### src/aes_dec_pkg.sv
////////////////////
// AES-128 decryption core shared types
// block sizes, state operations and the S-box and rcon tables
////////////////////

`default_nettype none

package aes_dec_pkg;

	localparam int NUM_ROUNDS = 10;
	localparam int NUM_COLS = 4;

	typedef logic [127:0] aes_block_t;
	typedef logic [31:0] aes_word_t;
	typedef logic [7:0] aes_byte_t;
	typedef logic [3:0] aes_round_t;
	typedef logic [1:0] aes_col_t;

	// what the state register loads in a cycle
	typedef enum logic [2:0] {
		op_hold,
		op_add_key,
		op_inv_shift,
		op_inv_sub,
		op_inv_mix
	} aes_op_t;

	// one table row of 16 bytes per literal, entry 0 is the leftmost byte
	localparam logic [0:255][7:0] SBOX_TBL = {
		128'h637c777bf26b6fc53001672bfed7ab76, 128'hca82c97dfa5947f0add4a2af9ca472c0,
		128'hb7fd9326363ff7cc34a5e5f171d83115, 128'h04c723c31896059a071280e2eb27b275,
		128'h09832c1a1b6e5aa0523bd6b329e32f84, 128'h53d100ed20fcb15b6acbbe394a4c58cf,
		128'hd0efaafb434d338545f9027f503c9fa8, 128'h51a3408f929d38f5bcb6da2110fff3d2,
		128'hcd0c13ec5f974417c4a77e3d645d1973, 128'h60814fdc222a908846eeb814de5e0bdb,
		128'he0323a0a4906245cc2d3ac629195e479, 128'he7c8376d8dd54ea96c56f4ea657aae08,
		128'hba78252e1ca6b4c6e8dd741f4bbd8b8a, 128'h703eb5664803f60e613557b986c11d9e,
		128'he1f8981169d98e949b1e87e9ce5528df, 128'h8ca1890dbfe6426841992d0fb054bb16
	};

	localparam logic [0:255][7:0] INV_SBOX_TBL = {
		128'h52096ad53036a538bf40a39e81f3d7fb, 128'h7ce339829b2fff87348e4344c4dee9cb,
		128'h547b9432a6c2233dee4c950b42fac34e, 128'h082ea16628d924b2765ba2496d8bd125,
		128'h72f8f66486689816d4a45ccc5d65b692, 128'h6c704850fdedb9da5e154657a78d9d84,
		128'h90d8ab008cbcd30af7e45805b8b34506, 128'hd02c1e8fca3f0f02c1afbd0301138a6b,
		128'h3a9111414f67dcea97f2cfcef0b4e673, 128'h96ac7422e7ad3585e2f937e81c75df6e,
		128'h47f11a711d29c5896fb7620eaa18be1b, 128'hfc563e4bc6d279209adbc0fe78cd5af4,
		128'h1fdda8338807c731b11210592780ec5f, 128'h60517fa919b54a0d2de57a9f93c99cef,
		128'ha0e03b4dae2af5b0c8ebbb3c83539961, 128'h172b047eba77d626e169146355210c7d
	};

	// round constants, entry 0 unused
	localparam logic [0:10][7:0] RCON_TBL = {
		8'h00, 8'h01, 8'h02, 8'h04, 8'h08, 8'h10,
		8'h20, 8'h40, 8'h80, 8'h1b, 8'h36
	};

	function automatic aes_byte_t sbox(input aes_byte_t b);
		return SBOX_TBL[b];
	endfunction

	function automatic aes_byte_t inv_sbox(input aes_byte_t b);
		return INV_SBOX_TBL[b];
	endfunction

	function automatic aes_byte_t rcon(input aes_round_t r);
		return (r <= NUM_ROUNDS) ? RCON_TBL[r] : 8'h00;
	endfunction

endpackage

`default_nettype wire

### src/aes_dec_ctrl.sv
////////////////////
// AES decryption control FSM
// sequences key expansion, the inverse rounds and done
////////////////////

`timescale 1ns/1ps
`default_nettype none

module aes_dec_ctrl
	import aes_dec_pkg::*;
(
	input  logic       CLK,
	input  logic       RESET,
	input  logic       start,
	output logic       done,
	output logic       load,
	output logic       key_step,
	output aes_round_t round,
	output aes_op_t    op,
	output logic       mix_en,
	output aes_col_t   col
);

	typedef enum logic [3:0] {
		ph_idle,
		ph_key,
		ph_add_first,
		ph_shift,
		ph_sub,
		ph_add,
		ph_mix,
		ph_mix_load,
		ph_done
	} phase_t;

	phase_t phase;

	always_ff @(posedge CLK)
	begin
		if (RESET)
		begin
			phase <= ph_idle;
			round <= '0;
			col <= '0;
			done <= 1'b0;
		end
		else
		begin
			// one cycle behind the done phase
			done <= (phase == ph_done);
			case (phase)
			ph_idle:
				if (start)
				begin
					phase <= ph_key;
					round <= aes_round_t'(1);
				end
			// round counts up while the key schedule is built
			ph_key:
				if (round == aes_round_t'(NUM_ROUNDS))
					phase <= ph_add_first;
				else
					round <= round + 1'b1;
			ph_add_first:
			begin
				phase <= ph_shift;
				round <= round - 1'b1;
			end
			ph_shift:
				phase <= ph_sub;
			ph_sub:
				phase <= ph_add;
			// last round has no mix columns
			ph_add:
				if (round == '0)
					phase <= ph_done;
				else
				begin
					phase <= ph_mix;
					col <= '0;
				end
			ph_mix:
			begin
				col <= col + 1'b1;
				if (col == aes_col_t'(NUM_COLS - 1))
					phase <= ph_mix_load;
			end
			ph_mix_load:
			begin
				phase <= ph_shift;
				round <= round - 1'b1;
			end
			ph_done:
				if (!start)
					phase <= ph_idle;
			default:
				phase <= ph_idle;
			endcase
		end
	end

	always_comb
	begin
		load = (phase == ph_idle) && start;
		key_step = (phase == ph_key);
		mix_en = (phase == ph_mix);
		case (phase)
		ph_add_first, ph_add:
			op = op_add_key;
		ph_shift:
			op = op_inv_shift;
		ph_sub:
			op = op_inv_sub;
		ph_mix_load:
			op = op_inv_mix;
		default:
			op = op_hold;
		endcase
	end

endmodule

`default_nettype wire

### config.mk
export PLATFORM = sky130hd
export DESIGN_NAME = aes_dec_ctrl
export DESIGN_NICKNAME = d
export VERILOG_FILES = /design/src/aes_dec_pkg.sv /design/src/aes_dec_ctrl.sv
export SDC_FILE = /design/constraint.sdc
export NUM_CORES = 1
export LEC_CHECK = 0
export BUFFER_PORTS_ARGS = -buffer_cell sky130_fd_sc_hd__buf_2
export CORE_MARGIN = 4
export CORE_UTILIZATION = 40
export DETAILED_ROUTE_END_ITERATION = 10
export MAX_ROUTING_LAYER = met4
export PLACE_DENSITY = 0.6
export SLEW_MARGIN = 20
export SYNTH_ARGS = -nofsm -noshare
export SYNTH_HDL_FRONTEND = slang
export SYNTH_SLANG_ARGS = --single-unit
### constraint.sdc
create_clock -name CLK -period 1.6 [get_ports CLK]
set_input_delay 0.08 -clock CLK [delete_from_list [all_inputs] [get_ports CLK]]
set_output_delay 0.08 -clock CLK [all_outputs]
set_load 0.01 [all_outputs]
# After elaboration in Yosys (flattened, before gate mapping)
# Index checks and enable logic that the tools add are counted.
[totals]
reg_bits = 11
inputBits = 3
output_inout_bits = 13
elab_cells = 44
[op_classes]
add_sub_neg = 3
n_eq_ne = 16
n_mux = 11
reduce_logical = 10
[ops]
columns = ["cell", "count"]
rows = [
  ["case mux 4 bit (8 select lines)", 1],
  ["2-to-1 mux 4 bit", 6],
  ["equality test 4 x 3 -> 1 bit, second input constant", 4],
  ["case mux 3 bit (4 select lines)", 1],
  ["case mux 4 bit (3 select lines)", 1],
  ["equality test 4 x 2 -> 1 bit, second input constant", 2],
  ["equality test 4 bit, second input constant", 2],
  ["zero test 4 bit", 2],
  ["inequality test 2 bit, second input constant", 4],
  ["adder 4 x 1 -> 4 bit, second input constant", 1],
  ["equality test 4 x 1 -> 1 bit, second input constant", 1],
  ["inequality test 2 x 1 -> 1 bit, second input constant", 2],
  ["case mux 2 bit (2 select lines)", 1],
  ["AND reduction 4 bit", 1],
  ["OR reduction 2 bit", 2],
  ["subtractor 4 x 1 -> 4 bit, second input constant", 1],
  ["AND reduction 3 bit", 1],
  ["nonzero test 3 bit", 1],
  ["adder 2 x 1 -> 2 bit, second input constant", 1],
  ["equality test 2 bit, second input constant", 1],
  ["2-to-1 mux 2 bit", 1],
  ["AND reduction 2 bit", 1],
  ["nonzero test 2 bit", 1],
  ["logical AND 1 bit", 1],
]

# Logic depth before layout (Yosys ltp)
[logic_depth]
word_depth = 4
ltp_mapped = 10
ltp_nobuf = 8

# Worst setup path before layout
# OpenSTA, ideal clock, no wires.
[synth_timing]
kind = "register -> register"
start = "reg phase[0]"
end = "reg round[3]"
setup_time_ns = 0.070
arrival_time_ns = 1.612
required_ns = 1.530
path_slack_ns = -0.082
path_stages_with_launch = 10
n_path_buf = 2
period_less_slack_ns = 1.682
cell_sequence = "dfxtp_1 -> buf_6 -> xnor2_1 -> and3_1 -> buf_6 -> ha_1 -> a31oi_1 -> mux2i_1 -> nand3b_1 -> a21oi_1"
[synth_between]
elab_chain_len = 4
word_cells_on_any_way = 10
cone_classes = "eq/ne (5); mux (1); reduce/logical (4)"
[synth_lines]
columns = ["element", "line_no", "rtl"]
rows = [
  ["from (decl)", "aes_dec_ctrl.sv:36", "phase_t phase;"],
  ["from (signal assigned)", "aes_dec_ctrl.sv:42", "phase <= ph_idle;"],
  ["from (signal assigned)", "aes_dec_ctrl.sv:55", "phase <= ph_key;"],
  ["from (signal assigned)", "aes_dec_ctrl.sv:61", "phase <= ph_add_first;"],
  ["equality test 4 x 3 -> 1 bit / equality test 4 x 2 -> 1 bit (equally long branches)", "aes_dec_ctrl.sv:51", "case (phase)"],
  ["OR reduction 2 bit (no line)", "n/a", ""],
  ["nonzero test 3 bit (no line)", "n/a", ""],
  ["AND reduction 3 bit (no line)", "n/a", ""],
  ["to (signal assigned)", "aes_dec_ctrl.sv:56", "round <= aes_round_t'(1);"],
  ["to (signal assigned)", "aes_dec_ctrl.sv:63", "round <= round + 1'b1;"],
  ["to (signal assigned)", "aes_dec_ctrl.sv:67", "round <= round - 1'b1;"],
  ["to (decl)", "aes_dec_ctrl.sv:18", "output aes_round_t round,"],
]
# Parallel ways exist; a longest one is shown, timed or not.
# A chain may end at the register's enable or synchronous reset.

# Worst setup path after layout
[layout_timing]
start = "reg phase[2]"
end = "reg round[2]"
# The elaborated chain is that of the path after synthesis.

==> results.sh <==
export IMPL_status="complete, no violations"
export IMPL_pwr_share_clk=0.240
export IMPL_swShare=0.335
export IMPL_rsz0062_at_grt="yes"
export IMPL_period_needed_ps=1540
export IMPL_synth_most_common_cell="nor2_1"
export IMPL_grt_pass1_vias=630
export IMPL_crit_path_frequent_cell="xnor2_1"
export IMPL_synth_warnings=0
export IMPL_syn_nets=100
export IMPL_grt_pass1_wl_um=2900
export IMPL_placed_area_um2=888
export IMPL_yosysTopAreaCell="dfxtp_1"
export IMPL_slowest_delay_ps=320
export IMPL_cts_buffers=3
export IMPL_path_buf_inv=0
export IMPL_cellPowerDensity_nw_per_um2=805
export IMPL_cts_sinks=11
export IMPL_num_io_pins=16
export IMPL_register_area_um2=224
export IMPL_finalCritPeriodShare=0.963
export IMPL_worstHoldEndpoint="col[0]$_SDFFE_PP0P_"
export IMPL_core_rowCount=15
export IMPL_synth_top_cell_area_share=0.301
export IMPL_synthDistinctLibCells=36
export IMPL_clk_insertion_delay_late_ps=260
export IMPL_worst_slew_pin_slew_ps=344
export IMPL_yosys_top_cells_area="dfxtp_1 (30%), nor2_1 (6.7%), ha_1 (5.1%), nand2_1 (5.1%), a21oi_1 (4.1%)"
export IMPL_cts_hold_fix_buffers=0
export IMPL_wl_per_cell_um=12.5
export IMPL_power_leakage_uw=0.000415
export IMPL_cts_buffer_depth=2
export IMPL_r2r_start="phase[2]$_SDFFE_PP0P_"
export IMPL_cts_max_level=1
export IMPL_drcViolationCount=0
export IMPL_setup_viol=0
export IMPL_holdWs_ps=142
export IMPL_grt_usage=0.151
export IMPL_max_freq_mhz=649
export IMPL_die_area_um2=2580
export IMPL_start_util=0.424
export IMPL_holdPathStages=2
export IMPL_drtIter0Drc=6
export IMPL_p_comb_frac=0.332
export IMPL_design_area_um2=962
export IMPL_multi_input_area_um2=512
export IMPL_antenna_found_initial=0
export IMPL_start_kind="flip-flop"
export IMPL_vias=739
export IMPL_final_nets=124
export IMPL_grt_max_degree=17
export IMPL_core_um2=1730
export IMPL_num_fill_cells=181
export IMPL_dieHeight_um=50.8
export IMPL_ant_nets=0
export IMPL_r2r_cells=7
export IMPL_final_util=0.557
export IMPL_synth_edf_count=0
export IMPL_power_total_uw=775
export IMPL_p_seq_frac=0.427
export IMPL_syn_inst=94
export IMPL_synth_seq_area_share=0.301
export IMPL_path_max_fanout=3
export IMPL_drive_gt1_frac=0.368
export IMPL_finalHoldViolCount=0
export IMPL_endpoint_kind="flip-flop"
export IMPL_overflow=0
export IMPL_cts_root_buf="clkbuf_4"
export IMPL_wl_um=1770
export IMPL_arrival_ps=1700
export IMPL_gp_congestion=0.786
export IMPL_dp_hpwl_um=1300
export IMPL_internal_power_uw=515
export IMPL_viasPerCell=5.20
export IMPL_r2r_end="round[2]$_SDFFE_PP0P_"
export IMPL_diodes=0
export IMPL_final_max_slew_viol_count=0
export IMPL_first_pass_iters=4
export IMPL_p_sw_uw=259
export IMPL_area_growth_pct=31.5
export IMPL_setup_slack_ps=59.3
export IMPL_clock_skew_ps=3.75
export IMPL_slowest_stage="dfxtp_2"
export IMPL_yosys_top_cells_count="nor2_1 (13), dfxtp_1 (11), nand2_1 (10)"
export IMPL_port_buffer_count=15
export IMPL_path_clk_slew_ps=70
export IMPL_irDropWorstVdd_mv=0.662
export IMPL_critPathKind="reg2reg"
export IMPL_crit_family="XOR/XNOR gates"
export IMPL_hold_start="RESET"
export IMPL_required_ps=1760
export IMPL_hold_path_class="in2reg"
export IMPL_synth_area_per_cell_um2=7.79
export IMPL_async_flop_share=0
export IMPL_r2r_setup_slack_ps=60
export IMPL_synth_seq_cells=11
export IMPL_crit_chain="xnor2_1, and3_4, xor2_1, ha_2, a21oi_2, xnor2_1, a32o_1"
export IMPL_synth_ff_type="dfxtp_1"
export IMPL_syn_cell_area_um2=732
export IMPL_cts_tree="built"
export IMPL_place_ws_ps=-20.8
export IMPL_max_slew_margin=0.769
export IMPL_maxCapViolCount=0
export IMPL_chipWidth_um=50.8
worst max path at each step:
stage | start | endpoint | slack (ps) | cells past startpoint
floorplan | phase[0]$_SDFFE_PP0P_ | round[2]$_SDFFE_PP0P_ | -30 | 9
global placement | phase[2]$_SDFFE_PP0P_ | round[2]$_SDFFE_PP0P_ | 30 | 7
detailed placement | phase[2]$_SDFFE_PP0P_ | round[2]$_SDFFE_PP0P_ | -20 | 7
CTS | round[0]$_SDFFE_PP0P_ | round[1]$_SDFFE_PP0P_ | 20 | 5
global route | phase[2]$_SDFFE_PP0P_ | round[2]$_SDFFE_PP0P_ | -50 | 7
finish | phase[2]$_SDFFE_PP0P_ | round[2]$_SDFFE_PP0P_ | 60 | 7
placed cells by master, fill, tap and decap left out, types with 2 or more instances in the layout:
| master | Yosys | routed |
|---|---|---|
| a32o_1 | 2 | 2 |
| dfxtp_2 | 0 | 3 |
| nand2b_1 | 2 | 2 |
| nand2_1 | 10 | 10 |
| a21oi_1 | 6 | 6 |
| clkbuf_4 | 0 | 3 |
| dfxtp_1 | 11 | 8 |
| o21a_1 | 2 | 2 |
| nor3_1 | 5 | 4 |
| nor2_1 | 13 | 13 |
| buf_4 | 0 | 12 |
| xnor2_1 | 2 | 2 |
| buf_2 | 3 | 15 |
| nand3_1 | 3 | 3 |
| mux2i_1 | 2 | 2 |
| nor2b_1 | 2 | 2 |
| o21ai_0 | 2 | 2 |
through the flow:
stage,std cells,TNS [ps]
CTS,141,0
detailed placement,137,-20.8
global route,142,-91.5
finish,142,0
floorplan,94,-31.8
global placement,137,0
logic make-up after synthesis:
group | Yosys count | share of synthesized area
multiplexers | 2 | 0.0274
XOR/XNOR | 3 | 0.0359
AND/OR/NAND/NOR | 42 | 0.282
buffers and inverters | 9 | 0.0718
adder cells (fa/ha/maj) | 3 | 0.0513
AO/OA/AOI/OAI | 24 | 0.231
flip-flops | 11 | 0.301
registers in the layout, indices dropped and copies added, names as in the netlist:
| signal | flops |
|---|---|
| col | 2 |
| phase | 4 |
| round | 4 |
| done | 1 |
layout make-up:
type / instances / area share
timing repair buffer: 27 / 0.172
clock buffer: 4 / 0.0273
tap: 25 / 0.0325
sequential: 11 / 0.233
multi-input combinational: 74 / 0.532
inverter: 1 / 0.00390
power by group through the flow:
stage               clock, µW  sequential [µW]  combinational, µW
finish                    186              331                258
global placement            0              332                236
floorplan                   0              333                167
detailed placement          0              333                238
global route              212              338                287
CTS                       195              326                240
timing repair:
| action | in CTS | in global routing |
|---|---|---|
| cloned | 0 | 0 |
| resized for setup | 1 | 8 |
| buffers inserted | 0 | 1 |
| endpoints found under the setup margin | 2 | 8 |
| hold endpoints to repair | 0 | 0 |
per-layer routing:
| metal | track usage | routed length (µm) |
|---|---|---|
| met1 | 0.213 | 901 |
| met2 | 0.213 | 791 |
| met3 | 0.0356 | 67 |
| met4 | 0.0404 | 12 |
| met5 | - | 0 |
No activity file was read; power rests on OpenSTA's default activity.
