<file path="config.mk">
export PLATFORM = sky130hd
export DESIGN_NAME = aes_inv_mix_col
export DESIGN_NICKNAME = d
export VERILOG_FILES = /design/src/aes_dec_pkg.sv /design/src/aes_inv_mix_col.sv
export SDC_FILE = /design/constraint.sdc
export NUM_CORES = 1
export LEC_CHECK = 0
export ABC_AREA = 1
export BUFFER_PORTS_ARGS = -buffer_cell sky130_fd_sc_hd__buf_2
export CORE_MARGIN = 5
export CORE_UTILIZATION = 50
export CTS_CLUSTER_SIZE = 10
export DETAILED_ROUTE_END_ITERATION = 8
export HOLD_SLACK_MARGIN = 0.08
export PLACE_DENSITY = 0.79
export SETUP_SLACK_MARGIN = 0.15
export SKIP_CTS_REPAIR_TIMING = 1
export SYNTH_ARGS = -nofsm -noshare
export SYNTH_HDL_FRONTEND = slang
export SYNTH_SLANG_ARGS = --single-unit
export TNS_END_PERCENT = 10
</file>
<file path="constraint.sdc">
create_clock -name CLK -period 2.9 [get_ports CLK]
set_clock_uncertainty 0.1 [all_clocks]
set_input_delay 0.435 -clock CLK [delete_from_list [all_inputs] [get_ports CLK]]
set_output_delay 0.435 -clock CLK [all_outputs]
set_load 0.005 [all_outputs]
</file>
<file path="src/aes_dec_pkg.sv">
////////////////////
// AES-128 decryption core shared types
// block sizes, state operations and the S-box and rcon tables
////////////////////

`default_nettype none

package aes_dec_pkg;

	localparam int NUM_ROUNDS = 10;
	localparam int NUM_COLS = 4;

	typedef logic [127:0] aes_block_t;
	typedef logic [31:0] aes_word_t;
	typedef logic [7:0] aes_byte_t;
	typedef logic [3:0] aes_round_t;
	typedef logic [1:0] aes_col_t;

	// what the state register loads in a cycle
	typedef enum logic [2:0] {
		op_hold,
		op_add_key,
		op_inv_shift,
		op_inv_sub,
		op_inv_mix
	} aes_op_t;

	// one table row of 16 bytes per literal, entry 0 is the leftmost byte
	localparam logic [0:255][7:0] SBOX_TBL = {
		128'h637c777bf26b6fc53001672bfed7ab76, 128'hca82c97dfa5947f0add4a2af9ca472c0,
		128'hb7fd9326363ff7cc34a5e5f171d83115, 128'h04c723c31896059a071280e2eb27b275,
		128'h09832c1a1b6e5aa0523bd6b329e32f84, 128'h53d100ed20fcb15b6acbbe394a4c58cf,
		128'hd0efaafb434d338545f9027f503c9fa8, 128'h51a3408f929d38f5bcb6da2110fff3d2,
		128'hcd0c13ec5f974417c4a77e3d645d1973, 128'h60814fdc222a908846eeb814de5e0bdb,
		128'he0323a0a4906245cc2d3ac629195e479, 128'he7c8376d8dd54ea96c56f4ea657aae08,
		128'hba78252e1ca6b4c6e8dd741f4bbd8b8a, 128'h703eb5664803f60e613557b986c11d9e,
		128'he1f8981169d98e949b1e87e9ce5528df, 128'h8ca1890dbfe6426841992d0fb054bb16
	};

	localparam logic [0:255][7:0] INV_SBOX_TBL = {
		128'h52096ad53036a538bf40a39e81f3d7fb, 128'h7ce339829b2fff87348e4344c4dee9cb,
		128'h547b9432a6c2233dee4c950b42fac34e, 128'h082ea16628d924b2765ba2496d8bd125,
		128'h72f8f66486689816d4a45ccc5d65b692, 128'h6c704850fdedb9da5e154657a78d9d84,
		128'h90d8ab008cbcd30af7e45805b8b34506, 128'hd02c1e8fca3f0f02c1afbd0301138a6b,
		128'h3a9111414f67dcea97f2cfcef0b4e673, 128'h96ac7422e7ad3585e2f937e81c75df6e,
		128'h47f11a711d29c5896fb7620eaa18be1b, 128'hfc563e4bc6d279209adbc0fe78cd5af4,
		128'h1fdda8338807c731b11210592780ec5f, 128'h60517fa919b54a0d2de57a9f93c99cef,
		128'ha0e03b4dae2af5b0c8ebbb3c83539961, 128'h172b047eba77d626e169146355210c7d
	};

	// round constants, entry 0 unused
	localparam logic [0:10][7:0] RCON_TBL = {
		8'h00, 8'h01, 8'h02, 8'h04, 8'h08, 8'h10,
		8'h20, 8'h40, 8'h80, 8'h1b, 8'h36
	};

	function automatic aes_byte_t sbox(input aes_byte_t b);
		return SBOX_TBL[b];
	endfunction

	function automatic aes_byte_t inv_sbox(input aes_byte_t b);
		return INV_SBOX_TBL[b];
	endfunction

	function automatic aes_byte_t rcon(input aes_round_t r);
		return (r <= NUM_ROUNDS) ? RCON_TBL[r] : 8'h00;
	endfunction

endpackage

`default_nettype wire

</file>
<file path="src/aes_inv_mix_col.sv">
////////////////////
// column-serial inverse mix columns
// one column per cycle into a result register
////////////////////

`timescale 1ns/1ps
`default_nettype none

module aes_inv_mix_col
	import aes_dec_pkg::*;
(
	input  logic       CLK,
	input  logic       RESET,
	input  logic       mix_en,
	input  aes_col_t   col,
	input  aes_block_t state,
	output aes_block_t mix_out
);

	aes_word_t col_in;
	aes_word_t col_res;
	aes_block_t col_reg;

	// GF(2^8) multiply by a 4-bit constant
	function automatic aes_byte_t gf_mul(input aes_byte_t a, input logic [3:0] m);
		aes_byte_t p;
		aes_byte_t acc;
		acc = '0;
		p = a;
		for (int i = 0; i < 4; i++)
		begin
			if (m[i])
				acc = acc ^ p;
			p = {p[6:0], 1'b0} ^ (p[7] ? 8'h1b : 8'h00);
		end
		return acc;
	endfunction

	always_comb
	begin
		// column 0 sits in the top word
		col_in = state[(NUM_COLS - 1 - col) * 32 +: 32];
		col_res[31:24] = gf_mul(col_in[31:24], 4'he) ^ gf_mul(col_in[23:16], 4'hb)
			^ gf_mul(col_in[15:8], 4'hd) ^ gf_mul(col_in[7:0], 4'h9);
		col_res[23:16] = gf_mul(col_in[31:24], 4'h9) ^ gf_mul(col_in[23:16], 4'he)
			^ gf_mul(col_in[15:8], 4'hb) ^ gf_mul(col_in[7:0], 4'hd);
		col_res[15:8] = gf_mul(col_in[31:24], 4'hd) ^ gf_mul(col_in[23:16], 4'h9)
			^ gf_mul(col_in[15:8], 4'he) ^ gf_mul(col_in[7:0], 4'hb);
		col_res[7:0] = gf_mul(col_in[31:24], 4'hb) ^ gf_mul(col_in[23:16], 4'hd)
			^ gf_mul(col_in[15:8], 4'h9) ^ gf_mul(col_in[7:0], 4'he);
	end

	always_ff @(posedge CLK)
	begin
		if (RESET)
			col_reg <= '0;
		else if (mix_en)
			col_reg[(NUM_COLS - 1 - col) * 32 +: 32] <= col_res;
	end

	assign mix_out = col_reg;

endmodule

`default_nettype wire

</file>
Yosys cells after proc, flatten, opt, wreduce, memory -nomap -nowiden:

Index checks and enable logic that the tools add are counted.

* word-level logic and storage cells: 71
* input bits: 133
* output and inout port bits: 128
* register bits: 128

* multiplexer cells: 13
* shifts and indexed selects: 3
* add/subtract/negate cells: 2
* bitwise logic cells: 52

Operators with widths (count)
* 8-bit bitwise XOR: 44
* 128-bit bitwise mux: 1
* 32-bit by 34-bit variable shift with 128-bit output (first input constant): 1
* 128-bit by 33-bit indexed part select with 32-bit output: 1
* 32-bit by 34-bit indexed part select with 128-bit output: 1
* 8-bit by 5-bit bitwise XOR with 8-bit output: 8
* 5-bit two-way mux: 12
* 32-bit negator with 34-bit output: 1
* 2-bit by 2-bit subtractor with 3-bit output (first input constant): 1

Longest topological paths before layout:

Gate-level depths: netlist of the first run.

* word-level depth: 14
* gate-level depth with buffers: 22
* depth with buffers taken out: 20

Worst setup path before layout of the first run:

No wires, ideal clock.

* path type: in2reg
* start: input col[0]
* end: register col_reg[31] (netlist: mix_out[31])
* required time: 2730 ps
* arrival time: 2916 ps
* library setup time: 70 ps
* setup slack: -186 ps
* buffers on the path: 7
* stages on the path: 12
* cell sequence: buf_6 > inv_8 > buf_8 > buf_6 > clkbuf_1 > clkbuf_1 > ha_1 > nor4_1 > clkbuf_1 > clkbuf_1 > nand2_1 > a21oi_1

* cells in the longest elaborated chain, start to end: 12
* elaborated cells on any way between the ends: 70
* classes of those cells: add/sub: 2; shift: 3; mux: 13; bitwise: 52

Ends and longest elaborated chain
* from (decl): line aes_inv_mix_col.sv:15 `input aes_col_t col,`
* 2-bit by 2-bit subtractor with 3-bit output *: line aes_inv_mix_col.sv:42, aes_inv_mix_col.sv:58
* 128-bit by 33-bit indexed part select with 32-bit output: line aes_inv_mix_col.sv:42 `col_in = state[(NUM_COLS - 1 - col) * 32 +: 32];`
* 8-bit by 5-bit bitwise XOR with 8-bit output or 5-bit two-way mux (tied branches): line aes_inv_mix_col.sv:34 `p = {p[6:0], 1'b0} ^ (p[7] ? 8'h1b : 8'h00);`
* 8-bit bitwise XOR, or another cell as far along: line aes_inv_mix_col.sv:34
* 5-bit two-way mux, or another cell as far along: line aes_inv_mix_col.sv:34
* 8-bit by 5-bit bitwise XOR with 8-bit output or 8-bit bitwise XOR (tied branches): line aes_inv_mix_col.sv:34, aes_inv_mix_col.sv:33
* 8-bit bitwise XOR: line aes_inv_mix_col.sv:33 `acc = acc ^ p;`
* 8-bit bitwise XOR, on equally long branches (3 in a row)
* 32-bit by 34-bit indexed part select with 128-bit output: line aes_inv_mix_col.sv:58 `col_reg[(NUM_COLS - 1 - col) * 32 +: 32] <= col_res;`
* 128-bit bitwise mux *: line aes_inv_mix_col.sv:58
* to (signal, indexed assignment): line aes_inv_mix_col.sv:58
* to (decl): line aes_inv_mix_col.sv:22 `aes_block_t col_reg;`

Every way passes the cells marked *; elsewhere a longest branch is shown, timed or not.
A chain may end at the register's enable or synchronous reset.

Worst setup path in the final report of the first run:

* start: input col[0]
* end: register col_reg[37] (netlist: mix_out[37])

The elaborated chain is that of the path after synthesis.

==> impl_metrics.env, run 1 <==
export IMPL_n_antenna_cell=0
export IMPL_dieArea_um2=23550
export IMPL_grt_first_pass_wirelength_mm=59.74
export IMPL_avgSynthCellArea_um2=6.060
export IMPL_pwr_share_seq=0.230
export IMPL_finalHoldViolCount=0
export IMPL_ys_seq_area_frac=0.2490
export IMPL_layout_common_cells="nand2_1 (800), buf_2 (258), nand3_1 (172), a21oi_1 (128), dfxtp_1 (128)"
export IMPL_largest_reg_flops=128
export IMPL_layout_commonest_cell="nand2_1"
export IMPL_rsz0062_at_grt="true"
export IMPL_antenna_found_initial=0
export IMPL_net_switching_power_mw=3.524
export IMPL_cts_buffers=17
export IMPL_p_sw_frac=0.4463
export IMPL_cellLeakagePower_nw=6.892
export IMPL_syn_nets=1836
export IMPL_irDropWorstVdd_mv=0.4192
export IMPL_fin_crit_sh=0.8962
export IMPL_hp_class="input port to register"
export IMPL_power_total_mw=7.895
export IMPL_slew_viol_final=0
export IMPL_critPathLaunchType="input port"
export IMPL_dpl_cell_area_um2=12600
export IMPL_drt_iter0_markers=999
export IMPL_ant_nets=0
export IMPL_wire_per_inst_um=16.70
export IMPL_dp_hpwl_mm=29.97
export IMPL_yosysUniqueCellTypes=33
export IMPL_final_area_um2=13240
export IMPL_cts_tree="yes"
export IMPL_grtUsageTotal=0.3110
export IMPL_core_area_um2=20230
export IMPL_fp_dieW_um=153.5
export IMPL_wirelength_mm=38.50
export IMPL_start_util=0.5085
export IMPL_drive_above_1_share=0.2667
export IMPL_place_gp_congestion=1.015
export IMPL_first_global_vias=11294
export IMPL_clkLatencyLatePin_ps=410
export IMPL_syn_to_final_growth_pct=28.71
export IMPL_crit_type="input port to register"
export IMPL_tightest_slew_ps=508.9
export IMPL_grt_overflow_total=0
export IMPL_max_freq_ghz=0.3847
export IMPL_root_buffer="clkbuf_16"
export IMPL_p_per_area_nw_per_um2=596.1
export IMPL_cp_end_kind="register"
export IMPL_finalSetupViolCount=0
export IMPL_period_minus_slack_ps=2599
export IMPL_setup_tns_ps=0
export IMPL_htreeDepth=4
export IMPL_portBuffers=260
export IMPL_slew_headroom=0.6604
export IMPL_worstPathArrival_ps=2830
export IMPL_postSynthCellCount=1698
export IMPL_status="finished clean"
export IMPL_vias_per_cell=5.341
export IMPL_power_share_clock=0.260
export IMPL_via_count=12316
export IMPL_io_pins=261
export IMPL_clk_pin_slew_ps=60
export IMPL_p_int_mw=4.371
export IMPL_netlist_area_um2=10290
export IMPL_cp_required_ps=3130
export IMPL_maxCapViolCount=0
export IMPL_path_max_fanout=16
export IMPL_die_y_um=153.5
export IMPL_drc_errors=0
export IMPL_ys_ff_latch=128
export IMPL_cts_sinks=128
export IMPL_comb_power_share=0.510
export IMPL_core_rowCount=52
export IMPL_nets=2161
export IMPL_clockBufferDepth=2
export IMPL_grt_max_degree=64
export IMPL_synth_warnings=0
export IMPL_first_pass_iters=6
==> cell usage after synthesis <==
master    number  area share
clkinv_1       1     0.00036
nor2_2         2      0.0012
inv_8          1      0.0011
nor4_1         1     0.00061
nand3b_1       5      0.0036
a21oi_1      128       0.062
o21ai_0        1     0.00049
xnor2_2        6      0.0095
xor2_1        74       0.063
nor3_1         1     0.00049
buf_6         11       0.012
o21ai_1        1     0.00049
xnor2_4        3      0.0080
dfxtp_1      128        0.25
nand2_4       17       0.019
or2_1         10      0.0061
inv_1         65       0.024
nor2_1        18      0.0066
nand2_2       48       0.029
buf_1          4      0.0015
nand3_2       17       0.017
inv_2         17      0.0062
nand4_1       53       0.032
inv_4          2      0.0012
xnor2_1       37       0.031
ha_1           5      0.0061
clkbuf_1      45       0.016
buf_4          8      0.0058
buf_8          1      0.0015
nand2_1      806        0.29
nand3_1      172       0.084
xor2_2         2      0.0032
buf_2          8      0.0039
==> routing by layer <==
layer,track usage,up-vias,wire length (um)
li1,-,6065,-
met1,0.4071,5600,15860
met2,0.5367,572,18300
met3,0.03308,79,3003
met4,0.1026,0,1337
met5,0,-,0
==> cell type report <==
class                   count  area (um^2)
inverters                  86        340.3
fillers                  1903         6990
flip-flops and latches    128         2562
clock buffers              17        425.4
repair inverters            1        8.758
repair buffers            382         2402
well taps                 270        337.8
multi-input cells        1407         7024
clock inverters            15        142.6
==> kinds of logic after synthesis <==
group           Yosys count  synth area share
simple gates           1150            0.4928
buf+inv                 163           0.07369
compound gates          130           0.06323
flops                   128            0.2490
xor+xnor                122            0.1152
fa+ha+maj                 5          0.006080
==> worst max-delay path, stage by stage <==
cell and delay [ps]:
clkbuf_4 250, buf_4 250, nand2_1 100, nand2_1 80
nand2_1 50, nand2_2 150, nand2_1 80, nand2_2 100
nand2_1 90, nand2_4 160, buf_12 130, xor2_1 210
nor2_1 80, nor2_1 100, nand2_1 50, nand2_1 180
nand4_1 130, a21oi_1 180
==> path summary, 6_finish.rpt <==
path	from	end	slack [ps]	depth (start not counted)
min reg2reg	mix_out[26]	mix_out[26]	360	2
max reg2reg	mix_out[101]	mix_out[101]	2100	2
min	RESET	mix_out[42]	340	2
max	col[0]	mix_out[37]	300	18
==> power by group through the flow <==
| stage | logic (mW) | registers (mW) | clock network [mW] |
|---|---|---|---|
| finish | 4.02 | 1.82 | 2.06 |
| detailed placement | 3.91 | 1.85 | 0 |
| global placement | 3.86 | 1.85 | 0 |
| global route | 4.36 | 1.82 | 2.14 |
| CTS | 3.93 | 1.82 | 2.06 |
| floorplan | 2.35 | 1.85 | 0 |
==> through the flow <==
stage,worst slack (ps),instances,util,hold slack [ps]
finish,300.9,2306,0.6545,339.0
global placement,-118.3,2272,0.6229,349.5
global route,104.1,2306,0.6545,350.1
detailed placement,-165.1,2272,0.6229,353.0
CTS,255.6,2304,0.6510,327.9
floorplan,252.7,1698,-,361.8
No activity file was read; power rests on OpenSTA's default activity.
==> run 2, diff against run 1 <==
--- a/config.mk
+++ b/config.mk
@@ -5,14 +5,12 @@
 export SDC_FILE = /design/constraint.sdc
 export NUM_CORES = 1
 export LEC_CHECK = 0
-export ABC_AREA = 1
 export BUFFER_PORTS_ARGS = -buffer_cell sky130_fd_sc_hd__buf_2
 export CORE_MARGIN = 5
-export CORE_UTILIZATION = 50
+export CORE_UTILIZATION = 25
 export CTS_CLUSTER_SIZE = 10
 export DETAILED_ROUTE_END_ITERATION = 8
 export HOLD_SLACK_MARGIN = 0.08
-export PLACE_DENSITY = 0.79
 export SETUP_SLACK_MARGIN = 0.15
 export SKIP_CTS_REPAIR_TIMING = 1
 export SYNTH_ARGS = -nofsm -noshare
==> run 2 against run 1 <==
The run now ends with negative setup slack left. Global-route usage decreased by 15 points. Cell count shrank 39%. Power rose by 28%. Largest power group unchanged.
==> impl_metrics.env, run 2 <==
export IMPL_htreeDepth=4
export IMPL_nets=1140
export IMPL_stdcell_count=1405
export IMPL_fp_dieW_um=182.9
export IMPL_busiest_layer="met2"
export IMPL_synthXorXnorAreaFrac=0.3286
export IMPL_use_met1=0.2025
export IMPL_dieArea_um2=33460
export IMPL_finalSetupViolCount=7
export IMPL_syn_to_final_growth_pct=56.14
export IMPL_drive_above_1_share=0.5803
export IMPL_max_freq_ghz=0.3417
export IMPL_finalHoldViolCount=0
export IMPL_drc_errors=0
export IMPL_synth_top_cell_area_share=0.3428
export IMPL_first_pass_iters=5
export IMPL_synth_top_flop_cell="dfxtp_1"
export IMPL_post_route_util=0.3948
export IMPL_grt_overflow_total=0
export IMPL_fillers=2829
export IMPL_status="complete, but fails checks"
export IMPL_synth_most_common_cell="dfxtp_1"
export IMPL_place_gp_congestion=0.8894
export IMPL_final_area_um2=11670
export IMPL_wirelength_mm=28.01
export IMPL_grt_met3_usage=0.04324
export IMPL_period_minus_slack_ps=2927
export IMPL_first_global_vias=6646
export IMPL_n_antenna_cell=0
export IMPL_cts_buffers=17
export IMPL_muxShareOfSynthArea=0.09742
export IMPL_violations="negative setup slack"
export IMPL_synthAdderAreaFrac=0.008370
export IMPL_synth_top_family_by_area="XOR/XNOR gates"
export IMPL_slew_viol_final=0
export IMPL_core_area_um2=29560
export IMPL_yosysTopAreaCell="dfxtp_1"
export IMPL_largest_reg_flops=128
export IMPL_root_buffer="clkbuf_16"
export IMPL_ys_ff_latch=128
export IMPL_cp_required_ps=3110
export IMPL_postSynthCellCount=618
export IMPL_vias_per_cell=4.628
export IMPL_io_pins=261
export IMPL_synth_compound_area_frac=0.1399
export IMPL_die_y_um=182.9
export IMPL_layout_common_cells="buf_2 (259), buf_4 (129), dfxtp_1 (128), nor2_1 (76), a22oi_1 (69)"
export IMPL_dpl_cell_area_um2=10160
export IMPL_maxCapViolCount=0
export IMPL_hold_end="mix_out[51]"
export IMPL_synth_simple_gate_area_share=0.04787
export IMPL_dp_hpwl_mm=21.88
export IMPL_hold_ws_ps=379.3
export IMPL_grt_max_degree=50
export IMPL_dp_cells=1340
export IMPL_wire_per_inst_um=19.94
export IMPL_start_util=0.2529
export IMPL_ys_seq_area_frac=0.3428
export IMPL_cp_end_kind="register"
export IMPL_synth_top_cells_by_area="dfxtp_1 (34%), xnor3_1 (12%), xnor2_1 (11%)"
export IMPL_worstReg2RegStart="mix_out[38]"
export IMPL_p_per_area_nw_per_um2=863.9
export IMPL_rr_endpoint="mix_out[38]"
export IMPL_rsz0062_at_grt="true"
export IMPL_grt_first_pass_wirelength_mm=40.14
export IMPL_syn_nets=756
export IMPL_layout_setup_ws_ps=-26.90
export IMPL_path_max_fanout=8
export IMPL_grtUsageTotal=0.1578
export IMPL_drt_iter0_markers=312
export IMPL_grt_util_met2=0.2697
export IMPL_fin_crit_sh=1.009
export IMPL_ant_nets=0
export IMPL_hp_start="mix_out[51]"
export IMPL_slew_headroom=0.5163
export IMPL_synth_warnings=0
export IMPL_hp_class="register to register"
export IMPL_clkLatencyLatePin_ps=410
export IMPL_layout_commonest_cell="buf_2"
export IMPL_avgSynthCellArea_um2=12.09
export IMPL_cts_sinks=128
export IMPL_irDropWorstVdd_mv=0.5662
export IMPL_cellLeakagePower_nw=5.547
export IMPL_netlist_area_um2=7475
export IMPL_critPathLaunchType="input port"
export IMPL_crit_type="input port to register"
export IMPL_clockBufferDepth=2
export IMPL_via_count=6502
export IMPL_ff2ff_setup_slack_ps=2100
export IMPL_core_rowCount=63
export IMPL_cts_tree="yes"
export IMPL_portBuffers=260
export IMPL_synth_edf_count=0
export IMPL_antenna_found_initial=0
export IMPL_synth_commonest_cells="dfxtp_1 (128), xnor2_1 (95), a22oi_1 (76), nor2_1 (76), a22o_1 (52)"
export IMPL_yosysUniqueCellTypes=27
export IMPL_tightest_slew_ps=725.6
export IMPL_r2r_cells=2
export IMPL_clk_pin_slew_ps=60
export IMPL_async_reset_ff_frac=0
export IMPL_worstPathArrival_ps=3140
export IMPL_hold_path_depth=1
==> run 2: changes by cell type after synthesis, moves of 30 or more <==
| cell | change |
|---|---|
| xor2_1 | -60 |
| nand2_2 | -48 |
| nand4_1 | -53 |
| nand2_1 | -800 |
| nand3_1 | -172 |
| xnor3_1 | +41 |
| mux4_2 | +30 |
| inv_1 | -63 |
| nor2_1 | +58 |
| a21oi_1 | -124 |
| xnor2_1 | +58 |
| a22o_1 | +52 |
| a22oi_1 | +76 |
==> run 2: worst max path at each step <==
| stage | endpoint | slack, ps | startpoint | cells after the start |
|---|---|---|---|---|
| global placement | mix_out[98] | -580 | col[0] | 12 |
| finish | mix_out[76] | -30 | col[0] | 13 |
| global route | mix_out[108] | -100 | col[0] | 13 |
| CTS | mix_out[83] | -150 | col[0] | 9 |
| detailed placement | mix_out[83] | -580 | col[0] | 9 |
| floorplan | mix_out[115] | -250 | col[0] | 8 |
==> run 2: layout make-up <==
class / count / area, um^2 / area share
Tap cell: 390 / 488.0 / 0.04181
Timing Repair Buffer: 417 / 2673 / 0.2290
Clock inverter: 14 / 145.1 / 0.01244
Inverter: 2 / 7.507 / 0.0006432
Clock buffer: 18 / 439.2 / 0.03763
Sequential cell: 128 / 2562 / 0.2196
Multi-Input combinational cell: 436 / 5356 / 0.4589
==> run 2: cells by family after synthesis <==
kind of cell             count (synthesis)
XOR/XNOR                               177
AO/OA/AOI/OAI                          132
flip-flops                             128
AND/OR/NAND/NOR                         90
buffers and inverters                   54
multiplexers                            32
adder cells (fa/ha/maj)                  5
==> run 2: metrics by stage <==
| stage | TNS (ps) | total power [mW] | worst slack (ps) |
|---|---|---|---|
| after CTS | -2918 | 9.241 | -154.3 |
| final | -83.33 | 10.08 | -26.90 |
| after global routing | -1862 | 10.53 | -100.9 |
| after floorplan | -4879 | 5.061 | -245.3 |
| after detailed placement | -52270 | 7.080 | -577.7 |
| after global placement | -49680 | 7.054 | -581.3 |
==> run 2: power by group <==
part	switching (mW)	total [mW]	internal (mW)
logic	2.97	6.09	3.12
clock network	0.883	2.12	1.24
registers	0.0439	1.87	1.83
==> run 2: routing by layer <==
metal | up-vias | wire length [um]
met4 | 0 | 247
met3 | 18 | 2168
li1 | 3034 | -
met2 | 262 | 13960
met5 | - | 0
met1 | 3188 | 11640
==> run 2: worst max-delay path: stages <==
cell and delay [ps]:
buf_6 80, buf_12 130, buf_16 140, buf_8 130
buf_6 100, mux4_2 540, xnor3_1 250, xnor2_2 230
buf_4 160, xnor3_1 260, buf_4 160, xnor3_2 290
a22o_1 230
==> run 3, diff against run 2 <==
--- a/config.mk
+++ b/config.mk
@@ -5,12 +5,14 @@
 export SDC_FILE = /design/constraint.sdc
 export NUM_CORES = 1
 export LEC_CHECK = 0
+export ABC_AREA = 1
 export BUFFER_PORTS_ARGS = -buffer_cell sky130_fd_sc_hd__buf_2
 export CORE_MARGIN = 5
 export CORE_UTILIZATION = 25
 export CTS_CLUSTER_SIZE = 10
 export DETAILED_ROUTE_END_ITERATION = 8
 export HOLD_SLACK_MARGIN = 0.08
+export PLACE_DENSITY = 0.51
 export SETUP_SLACK_MARGIN = 0.15
 export SKIP_CTS_REPAIR_TIMING = 1
 export SYNTH_ARGS = -nofsm -noshare
==> run 3 against run 2 <==
The flow now finishes without violations. Sequential share of layout area is 4.1 points lower. Power is 15% lower. Setup slack better by 290 ps. Combinational power is 26% lower. Utilization is 4.3 points lower. First-iteration DRC count grew to 2.8 times the previous value. Global-route usage is 3.0 points higher. Register-to-register slack worse by 40 ps. Fmax is 11% higher. Wire length is 56% higher. Clock-buffer cell count is 3 higher. Critical endpoint is now mix_out[97]. Largest power group unchanged. Highest routed layer unchanged.
==> impl_metrics.env, run 3 (synthesis results as in run 1) <==
export IMPL_layout_setup_ws_ps=268.0
export IMPL_irDropWorstVdd_mv=0.3598
export IMPL_ff2ff_setup_slack_ps=2060
export IMPL_hold_path_depth=2
export IMPL_wirelength_mm=43.82
export IMPL_r2r_cells=2
export IMPL_worstPathArrival_ps=2870
export IMPL_via_count=12130
export IMPL_cts_buffers=17
export IMPL_largest_reg_flops=128
export IMPL_slew_viol_final=0
export IMPL_finalHoldViolCount=0
export IMPL_period_minus_slack_ps=2632
export IMPL_preCtsSetupSlack_ps=-243.3
export IMPL_dp_cells=2605
export IMPL_grt_first_pass_wirelength_mm=66.07
export IMPL_htreeDepth=4
export IMPL_hold_end="mix_out[5]"
export IMPL_fp_dieW_um=212.9
export IMPL_max_freq_ghz=0.3799
export IMPL_p_per_area_nw_per_um2=598.2
export IMPL_core_rowCount=74
export IMPL_syn_to_final_growth_pct=39.36
export IMPL_die_y_um=212.9
export IMPL_layout_commonest_cell="nand2_1"
export IMPL_power_total_mw=8.578
export IMPL_antenna_found_initial=0
export IMPL_cts_tree="yes"
export IMPL_stdcell_count=2636
export IMPL_portBuffers=260
export IMPL_grt_overflow_total=0
export IMPL_first_global_vias=11575
export IMPL_n_antenna_cell=0
export IMPL_drc_errors=0
export IMPL_hold_ws_ps=290.3
export IMPL_maxCapViolCount=0
export IMPL_worstReg2RegStart="mix_out[95]"
export IMPL_grtUsageTotal=0.1875
export IMPL_vias_per_cell=4.602
export IMPL_nets=2230
export IMPL_critPathLaunchType="input port"
export IMPL_cp_required_ps=3140
export IMPL_cellLeakagePower_nw=7.315
export IMPL_finalSetupViolCount=0
export IMPL_path_max_fanout=17
export IMPL_clkLatencyLatePin_ps=410
export IMPL_dieArea_um2=45320
export IMPL_place_gp_congestion=0.9286
export IMPL_io_pins=261
export IMPL_status="finished clean"
export IMPL_clk_pin_slew_ps=60
export IMPL_start_util=0.2526
export IMPL_crit_type="input port to register"
export IMPL_rr_endpoint="mix_out[95]"
export IMPL_tightest_slew_ps=682.0
export IMPL_first_pass_iters=5
export IMPL_core_area_um2=40740
export IMPL_wire_per_inst_um=16.62
export IMPL_hp_start="RESET"
export IMPL_setup_tns_ps=0
export IMPL_dp_hpwl_mm=35.53
export IMPL_rsz0062_at_grt="true"
export IMPL_fillers=4496
export IMPL_cts_sinks=128
export IMPL_grt_max_degree=107
export IMPL_hp_class="input port to register"
export IMPL_slew_headroom=0.5453
export IMPL_ant_nets=0
export IMPL_layout_common_cells="nand2_1 (788), buf_2 (259), buf_4 (171), nand3_1 (170)"
export IMPL_drive_above_1_share=0.3004
export IMPL_root_buffer="clkbuf_16"
export IMPL_clockBufferDepth=2
export IMPL_cp_end_kind="register"
export IMPL_fin_crit_sh=0.9076
export IMPL_drt_iter0_markers=869
==> run 3: changes by cell type in the layout (fill, tap and decap cells not counted), moves of 24 or more <==
cell,delta
xor2_1,+60
nand4_1,+53
inv_1,+62
a21oi_1,+124
xnor3_2,-24
nand2_1,+782
buf_4,+42
nand2_2,+63
nor2_1,-61
nand3_1,+170
a22oi_1,-69
mux4_2,-32
a22o_1,-52
xnor2_2,-29
==> run 3: stage by stage <==
stage | utilization | cell area (um^2)
after global placement | 0.3333 | 13580
final | 0.3520 | 14340
after CTS | 0.3487 | 14210
after detailed placement | 0.3333 | 13580
after floorplan | - | 10300
after global routing | 0.3520 | 14340
==> run 3: power by group <==
part | leakage [nW] | switching, mW | internal (mW)
clock | 0.305 | 0.785 | 1.50
sequential | 1.03 | 0.0217 | 1.80
combinational | 5.98 | 2.76 | 1.71
total | 7.31 | 3.57 | 5.01
==> run 3: worst max-delay path by stage <==
stage                     slack (ps)  cells past startpoint   start      endpoint
after floorplan                  250                     12  col[0]   mix_out[31]
after global placement          -190                     18  col[0]   mix_out[34]
after detailed placement        -240                     19  col[0]   mix_out[53]
after CTS                        190                     19  col[0]   mix_out[53]
after global routing             100                     19  col[0]  mix_out[118]
final                            270                     17  col[0]   mix_out[97]
==> run 3: layer usage <==
layer | share of wire | global-route usage | routed length (um) | vias to the layer above
met5 | 0 | 0 | 0 | -
met4 | 0.022 | 0.04348 | 971 | 0
met1 | 0.46 | 0.2572 | 19980 | 5514
met3 | 0.064 | 0.02748 | 2800 | 45
met2 | 0.46 | 0.3125 | 20060 | 360
li1 | - | - | - | 6211
==> run 3: critical path, cell delays in order <==
cell and delay (ps):
buf_2 120, buf_12 150, buf_4 190, nand2_1 90
nand3_2 90, nand2_4 120, buf_4 180, nand2_1 90
nand3_1 110, nand2_2 160, inv_1 160, nand3_1 120
nand4_1 210, nand2_1 70, nor2_1 260, nand3_1 130
a21oi_1 160
==> run 3: layout make-up <==
| type | count | area (um^2) | area share |
|---|---|---|---|
| clock inverter | 10 | 158.9 | 0.01108 |
| multi-input combinational | 1407 | 7127 | 0.4970 |
| clock buffer | 21 | 470.5 | 0.03281 |
| inverter | 86 | 335.3 | 0.02338 |
| tap | 532 | 665.6 | 0.04642 |
| sequential | 128 | 2562 | 0.1787 |
| timing repair buffer | 452 | 3020 | 0.2106 |
